===== src/rtl/timer_pkg.sv =====
`default_nettype none

package timer_pkg;

    // value widths.
    typedef logic [31:0] word_t;
    typedef logic [7:0]  byte_t;
    typedef logic [7:0]  addr_t;

    // register map, word fields take four byte addresses from the base.
    localparam addr_t ADDR_PRE = 8'h00;
    localparam addr_t ADDR_ARE = 8'h04;
    localparam addr_t ADDR_CLR = 8'h08;
    localparam addr_t ADDR_ENA = 8'h0C;
    localparam addr_t ADDR_MOD = 8'h10;
    localparam addr_t ADDR_CNT = 8'h14;
    localparam addr_t ADDR_EVN = 8'h18;
    localparam addr_t ADDR_EVC = 8'h1C;

    // all ones in prescale selects the default period.
    localparam word_t PRE_RESET = 32'hFFFF_FFFF;
    localparam word_t ARE_RESET = 32'hFFFF_FFFF;
    localparam logic  ENA_RESET = 1'b1;

endpackage

`default_nettype wire

===== src/rtl/timer_cfg_if.sv =====
`default_nettype none

interface timer_cfg_if;

    import timer_pkg::*;

    word_t pre;
    word_t are;
    logic  clr;
    logic  ena;
    logic  mod;
    logic  evc;

    modport regs_mp (
        output pre,
        output are,
        output clr,
        output ena,
        output mod,
        output evc
    );

    // divider side.
    modport presc_mp (
        input pre,
        input ena
    );

    // count side.
    modport count_mp (
        input are,
        input clr,
        input mod,
        input evc
    );

endinterface

`default_nettype wire


===== src/rtl/timer_top.sv =====
`default_nettype none

module timer_top #(
    parameter int unsigned CLK_FREQ = 100
) (
    input  logic              clk_i,
    input  logic              rst,
    input  logic              sel_i,
    input  logic              enable_i,
    input  logic              write_i,
    input  timer_pkg::addr_t  addr_i,
    input  timer_pkg::byte_t  wdata_i,
    output timer_pkg::byte_t  rdata_o,
    output logic              ready_o
);

    import timer_pkg::*;

    logic  tick;
    word_t cnt;
    word_t evn;

    // configuration from the register stage.
    timer_cfg_if cfg ();

    timer_regs i_timer_regs (
        .clk_i    (clk_i),
        .rst      (rst),
        .sel_i    (sel_i),
        .enable_i (enable_i),
        .write_i  (write_i),
        .addr_i   (addr_i),
        .wdata_i  (wdata_i),
        .cnt_i    (cnt),
        .evn_i    (evn),
        .cfg      (cfg.regs_mp),
        .rdata_o  (rdata_o),
        .ready_o  (ready_o)
    );

    timer_prescaler #(
        .CLK_FREQ (CLK_FREQ)
    ) i_timer_prescaler (
        .clk_i  (clk_i),
        .rst    (rst),
        .cfg    (cfg.presc_mp),
        .tick_o (tick)
    );

    // counts flow back to the register stage.
    timer_counter i_timer_counter (
        .clk_i  (clk_i),
        .rst    (rst),
        .tick_i (tick),
        .cfg    (cfg.count_mp),
        .cnt_o  (cnt),
        .evn_o  (evn)
    );

endmodule

`default_nettype wire


===== src/rtl/timer_counter.sv =====
`default_nettype none

module timer_counter (
    input  logic              clk_i,
    input  logic              rst,
    input  logic              tick_i,
    timer_cfg_if.count_mp     cfg,
    output timer_pkg::word_t  cnt_o,
    output timer_pkg::word_t  evn_o
);

    import timer_pkg::*;

    logic  wrap;
    word_t cnt_nxt;
    word_t evn_nxt;

    // auto-reload reached.
    assign wrap = (cnt_o == cfg.are);

    always_comb begin
        cnt_nxt = cnt_o;
        if (tick_i) begin
            if (wrap) begin
                cnt_nxt = '0;
            end else if (cfg.mod) begin
                cnt_nxt = cnt_o + 1'b1;
            end else begin
                cnt_nxt = cnt_o - 1'b1;
            end
        end
        // clear level wins over counting.
        if (cfg.clr) begin
            cnt_nxt = '0;
        end
    end

    always_comb begin
        evn_nxt = evn_o;
        if (tick_i && wrap) begin
            evn_nxt = evn_o + 1'b1;
        end
        if (cfg.evc) begin
            evn_nxt = '0;
        end
    end

    always_ff @(posedge clk_i) begin
        if (rst) begin
            cnt_o <= '0;
            evn_o <= '0;
        end else begin
            cnt_o <= cnt_nxt;
            evn_o <= evn_nxt;
        end
    end

endmodule

`default_nettype wire


===== src/rtl/timer_prescaler.sv =====
`default_nettype none

module timer_prescaler #(
    parameter int unsigned CLK_FREQ = 100
) (
    input  logic          clk_i,
    input  logic          rst,
    timer_cfg_if.presc_mp cfg,
    output logic          tick_o
);

    import timer_pkg::*;

    localparam word_t DEFAULT_TERM = word_t'(CLK_FREQ - 1);

    word_t divider;
    word_t terminal;

    always_ff @(posedge clk_i) begin
        if (rst) begin
            terminal <= DEFAULT_TERM;
        end else if (&cfg.pre) begin
            terminal <= DEFAULT_TERM;
        end else begin
            terminal <= cfg.pre;
        end
    end

    // divider runs 0..terminal, so the period is terminal + 1.
    always_ff @(posedge clk_i) begin
        if (rst) begin
            divider <= '0;
            tick_o  <= 1'b0;
        end else if (!cfg.ena) begin
            divider <= '0;
            tick_o  <= 1'b0;
        end else if (divider >= terminal) begin
            divider <= '0;
            tick_o  <= 1'b1;
        end else begin
            divider <= divider + 1'b1;
            tick_o  <= 1'b0;
        end
    end

endmodule

`default_nettype wire


===== src/rtl/timer_regs.sv =====
`default_nettype none

module timer_regs (
    input  logic              clk_i,
    input  logic              rst,
    input  logic              sel_i,
    input  logic              enable_i,
    input  logic              write_i,
    input  timer_pkg::addr_t  addr_i,
    input  timer_pkg::byte_t  wdata_i,
    input  timer_pkg::word_t  cnt_i,
    input  timer_pkg::word_t  evn_i,
    timer_cfg_if.regs_mp      cfg,
    output timer_pkg::byte_t  rdata_o,
    output logic              ready_o
);

    import timer_pkg::*;

    logic       setup;
    addr_t      word_addr;
    logic [1:0] byte_sel;
    logic       bit_hit;
    byte_t      rdata_nxt;

    // byte lane of a 32-bit field.
    function automatic byte_t pick_byte(word_t value, logic [1:0] sel);
        return value[8*sel +: 8];
    endfunction

    // setup cycle of the strobe bus.
    assign setup     = sel_i & ~enable_i;
    assign word_addr = {addr_i[7:2], 2'b00};
    assign byte_sel  = addr_i[1:0];
    assign bit_hit   = (byte_sel == 2'b00);

    always_ff @(posedge clk_i) begin
        if (rst) begin
            cfg.pre <= PRE_RESET;
            cfg.are <= ARE_RESET;
            cfg.clr <= 1'b0;
            cfg.ena <= ENA_RESET;
            cfg.mod <= 1'b0;
            cfg.evc <= 1'b0;
        end else if (setup && write_i) begin
            case (word_addr)
                ADDR_PRE: cfg.pre[8*byte_sel +: 8] <= wdata_i;
                ADDR_ARE: cfg.are[8*byte_sel +: 8] <= wdata_i;
                ADDR_CLR: begin
                    if (bit_hit) begin
                        cfg.clr <= wdata_i[0];
                    end
                end
                ADDR_ENA: begin
                    if (bit_hit) begin
                        cfg.ena <= wdata_i[0];
                    end
                end
                ADDR_MOD: begin
                    if (bit_hit) begin
                        cfg.mod <= wdata_i[0];
                    end
                end
                ADDR_EVC: begin
                    if (bit_hit) begin
                        cfg.evc <= wdata_i[0];
                    end
                end
                default: ;
            endcase
        end
    end

    // read byte, zero unless a read setup hits a mapped address.
    always_comb begin
        rdata_nxt = '0;
        if (setup && !write_i) begin
            case (word_addr)
                ADDR_PRE: rdata_nxt = pick_byte(cfg.pre, byte_sel);
                ADDR_ARE: rdata_nxt = pick_byte(cfg.are, byte_sel);
                ADDR_CNT: rdata_nxt = pick_byte(cnt_i, byte_sel);
                ADDR_EVN: rdata_nxt = pick_byte(evn_i, byte_sel);
                ADDR_CLR: rdata_nxt = {7'b0, cfg.clr & bit_hit};
                ADDR_ENA: rdata_nxt = {7'b0, cfg.ena & bit_hit};
                ADDR_MOD: rdata_nxt = {7'b0, cfg.mod & bit_hit};
                ADDR_EVC: rdata_nxt = {7'b0, cfg.evc & bit_hit};
                default:  rdata_nxt = '0;
            endcase
        end
    end

    always_ff @(posedge clk_i) begin
        if (rst) begin
            rdata_o <= '0;
            ready_o <= 1'b0;
        end else begin
            rdata_o <= rdata_nxt;
            // idle bus reports ready.
            ready_o <= sel_i ? enable_i : 1'b1;
        end
    end

endmodule

`default_nettype wire


===== config.mk =====
export PLATFORM = sky130hd
export DESIGN_NAME = timer_top
export DESIGN_NICKNAME = d
export VERILOG_FILES = /design/src/rtl/timer_pkg.sv /design/src/rtl/timer_cfg_if.sv /design/src/rtl/timer_top.sv /design/src/rtl/timer_counter.sv /design/src/rtl/timer_prescaler.sv /design/src/rtl/timer_regs.sv
export SDC_FILE = /design/constraint.sdc
export NUM_CORES = 1
export LEC_CHECK = 0
export BUFFER_PORTS_ARGS = -buffer_cell sky130_fd_sc_hd__buf_2
export CAP_MARGIN = 20
export CORE_AREA = 8 8 172 174
export DETAILED_ROUTE_END_ITERATION = 12
export DIE_AREA = 0 0 180 182
export GPL_ROUTABILITY_DRIVEN = 0
export GPL_TIMING_DRIVEN = 0
export PLACE_DENSITY_LB_ADDON = 0.2
export SLEW_MARGIN = 20
export SYNTH_ARGS = -nofsm -noshare
export SYNTH_HDL_FRONTEND = slang
export SYNTH_HIERARCHICAL = 1
export SYNTH_SLANG_ARGS = --single-unit
export TNS_END_PERCENT = 100

===== constraint.sdc =====
create_clock -name clk_i -period 7.6 [get_ports clk_i]
set_input_delay 0.76 -clock clk_i [delete_from_list [all_inputs] [get_ports clk_i]]
set_output_delay 0.76 -clock clk_i [all_outputs]
set_load 0.05 [all_outputs]

==> metrics.txt <==
register area 4120 µm²; Worst Setup Path Type reg -> reg; layout cells sized above 1 9.17%; global route overflow 0; Skew-Pair Late Insertion Delay 530 ps; Starting Density 44.5%; Post-CTS Hold Buffers 0; Die Ht 182 µm; syn avg cell area 8.51 µm²; first-pass iteration count of the detailed router 6; initial DRC count 991; Total Routed Length 35500 µm; largest net degree at the start of global routing 34; Max-Slew Margin vs Limit 39.2%; Cell variety after synth 85; H-tree levels 1; FFs w/ async S/R, synth 0%; outcome complete, no violations; number of max-cap violations 0; clk_skew 16.3 ps; quantity of gates resized following cts 0; Max Fclk 261 MHz; combinational share of power 5.0%; Die Span X 180 µm; Worst setup SP type flip-flop; Nets 1536; DIE AREA 32800 µm²; Total GRT Usage 20.9%; Reg2Reg Depth 10; Seq cells post-synth 206; row count 60; CTS Buffer Depth 3; Reg power frac 46.4%; initial antenna violation count 0; most crowded layer after global routing met2; Fin Setup TNS 0 ps; Final ANT Viol Nets 0; critical path fanouts, max 33; Switching Fraction 23.6%; GRT met2 Usage 35.1%; PortBufs 27; mapped cell area 11800 µm²; r2r setup slk 3770 ps; Sink Count 206; Clk pin slew, worst setup/hold paths 60 ps; DP Area 12400 µm²; Period Utilization, post-route 50.4%; wire length per cell 19.7 µm; CTS root buf clkbuf_16; CP Data Required Time 7990 ps; Multi-input gate area 7150 µm²; # diodes 0; Setup violations, final 0; PD cells 178 nW/µm²; Seq/Total Area, Yosys 34.8%; M1 GR Usage 27.1%; Max VDD drop 0.160 mV; RSZ-0062 raised after global routing false; GR Util met3 2.55%; # DRC 0; Int Power 1790 µW; final slew viol count 0; Vias 10484; core area 26700 µm²; post-layout min period 3830 ps; DR vias/cell 5.82; worst hold path type reg -> reg; CP Capture Type flip-flop; DP HPWL 27400 µm; non-filler cells, final 1802; Net Switching 553 µW; arrival time at the worst endpoint 4230 ps; Clk pwr share 48.6%; Main synth FF type dfxtp_1; Critical path origin i_timer_regs/cfg.mod$_SDFFE_PP0P_; placed cell count 1760; Slew @ Worst Pin 910 ps; RR Endpoint i_timer_counter/cnt_o[26]$_SDFFE_PP0P_; Cells after Synth 1392; number of global-route vias before repair 9739; R2R Path Start i_timer_regs/cfg.mod$_SDFFE_PP0P_; syn nets 1483; Final Instance Area 13200 µm²; Final Hold Vio Count 0; P_leak 0.00511 µW; YS warnings 6; CTS Buf Count 24; I/O pin count 30; Post CTS Setup Buffer Count 0; Fill cells 2565; P&R area growth vs syn 11.4%; first-pass GRT wire length 55200 µm; CTS tree built; worst setup path end i_timer_counter/cnt_o[26]$_SDFFE_PP0P_; EDFF count, synth 0
==> per-layer routing <==
| metal | vias to the layer above | wire length, µm |
|---|---|---|
| met4 | 0 | 1490 |
| met3 | 87 | 2430 |
| li1 | 5106 | - |
| met1 | 4876 | 15300 |
| met2 | 415 | 16200 |
| met5 | - | 0 |
==> placed cells by master, fill, tap and decap left out, types with 9 or more instances in the layout <==
cell type,Yosys,final
clkbuf_16,0,25
or3_1,11,11
and2_1,40,40
a31oi_1,10,10
a22oi_1,28,28
dfxtp_1,206,206
a22o_1,14,14
nand2b_1,14,14
buf_2,15,42
o221ai_1,10,10
and3_1,12,12
a211o_1,65,65
xor2_1,28,28
o21ai_0,55,55
xnor2_1,84,84
nor2b_1,12,12
inv_1,64,63
a21o_1,22,22
nor3_1,23,23
ha_1,69,69
clkbuf_1,45,47
a21oi_1,65,65
nor2_1,170,170
nand4_1,35,35
a211oi_1,9,9
nand3_1,32,32
mux2i_1,13,13
nand2_1,100,100
==> cell usage after synthesis, types with 9 or more instances <==
cell type | count | area share, %
xnor2_1 | 84 | 6.2
ha_1 | 69 | 7.3
a22o_1 | 14 | 1.0
o21ai_0 | 55 | 2.3
xor2_1 | 28 | 2.1
a211oi_1 | 9 | 0.57
nor2b_1 | 12 | 0.63
nand3_1 | 32 | 1.4
dfxtp_1 | 206 | 35
o221ai_1 | 10 | 0.74
nand2b_1 | 14 | 0.74
a21o_1 | 22 | 1.4
nand4_1 | 35 | 1.8
or3_1 | 11 | 0.58
clkbuf_1 | 45 | 1.4
and2_1 | 40 | 2.1
nor2_1 | 170 | 5.4
a31oi_1 | 10 | 0.53
a21oi_1 | 65 | 2.7
and3_1 | 12 | 0.63
mux2i_1 | 13 | 1.1
a22oi_1 | 28 | 1.8
nor3_1 | 23 | 0.97
a211o_1 | 65 | 4.8
inv_1 | 64 | 2.0
buf_2 | 15 | 0.63
nand2_1 | 100 | 3.2
==> through the flow <==
step           setup WS [ps]  power [µW]  util (%)  hold WS [ps]
6_report                3770        2340      49.5           485
5_1_grt                 3460        2420      49.5           489
4_1_cts                 3770        2360      49.5           473
3_5_place_dp            3790        1220      46.6           474
3_3_place_gp            3390        1220      46.6           464
2_1_floorplan           4450        1180         -           441
==> power groups by stage <==
stage / clock [µW] / sequential, µW / combinational [µW]
global placement: 0 / 1110 / 113
floorplan: 0 / 1110 / 71.4
detailed placement: 0 / 1110 / 113
CTS: 1160 / 1090 / 114
global route: 1210 / 1090 / 124
finish: 1140 / 1090 / 118
==> final cells by class <==
type,instances,area share [%]
plain buffers,69,2.43
flip-flops and latches,206,31.3
inverters,66,1.88
multi-input cells,1051,54.2
clock buffers,31,5.22
repair buffers,27,1.02
well taps,341,3.23
clock inverters,11,0.740
==> worst max-delay path, cell delays in order (launching register included) <==
cell and delay (ps):
dfxtp_1 520, inv_2 370, ha_1 480, a21oi_1 110, o31ai_1 320, a211oi_1 220, o41ai_1 730, o21ai_0 320
o31ai_1 370, xnor2_1 160, o21ai_0 90
==> registers in the layout, indices dropped and copies added (netlist names) <==
| signal | count |
|---|---|
| i_timer_prescaler/terminal | 32 |
| i_timer_regs/cfg.mod | 1 |
| i_timer_regs/ready_o | 1 |
| i_timer_regs/rdata_o | 8 |
| i_timer_prescaler/tick_o | 1 |
| i_timer_regs/cfg.are | 32 |
| i_timer_regs/cfg.evc | 1 |
| i_timer_regs/cfg.ena | 1 |
| i_timer_counter/cnt_o | 32 |
| i_timer_prescaler/divider | 32 |
| i_timer_regs/cfg.clr | 1 |
| i_timer_regs/cfg.pre | 32 |
| i_timer_counter/evn_o | 32 |
==> logic make-up after synthesis <==
| group | Yosys count | share of synthesized area (%) |
|---|---|---|
| muxes | 19 | 1.76 |
| xor gates and xnor gates | 112 | 8.28 |
| AOI/OAI and AO/OA | 343 | 20.5 |
| buffers and inverters | 135 | 4.79 |
| and+or+nand+nor | 507 | 22.4 |
| DFF | 206 | 34.8 |
| adders and majority gates | 70 | 7.46 |
==> how the worst min path moves through the flow <==
stage                                                         end                               startpoint  slack [ps]  depth (start not counted)
final                     i_timer_prescaler/divider[0]$_SDFF_PP0_  i_timer_prescaler/divider[0]$_SDFF_PP0_         480                          1
after global routing           i_timer_regs/rdata_o[0]$_SDFF_PP0_                                  write_i         490                          2
after CTS                      i_timer_regs/rdata_o[0]$_SDFF_PP0_                                  write_i         470                          2
after detailed placement  i_timer_prescaler/divider[0]$_SDFF_PP0_  i_timer_prescaler/divider[0]$_SDFF_PP0_         470                          1
after global placement    i_timer_prescaler/divider[0]$_SDFF_PP0_  i_timer_prescaler/divider[0]$_SDFF_PP0_         460                          1
after floorplan           i_timer_prescaler/divider[0]$_SDFF_PP0_  i_timer_prescaler/divider[0]$_SDFF_PP0_         440                          1
Note: power is estimated with default switching activity, not from simulation.
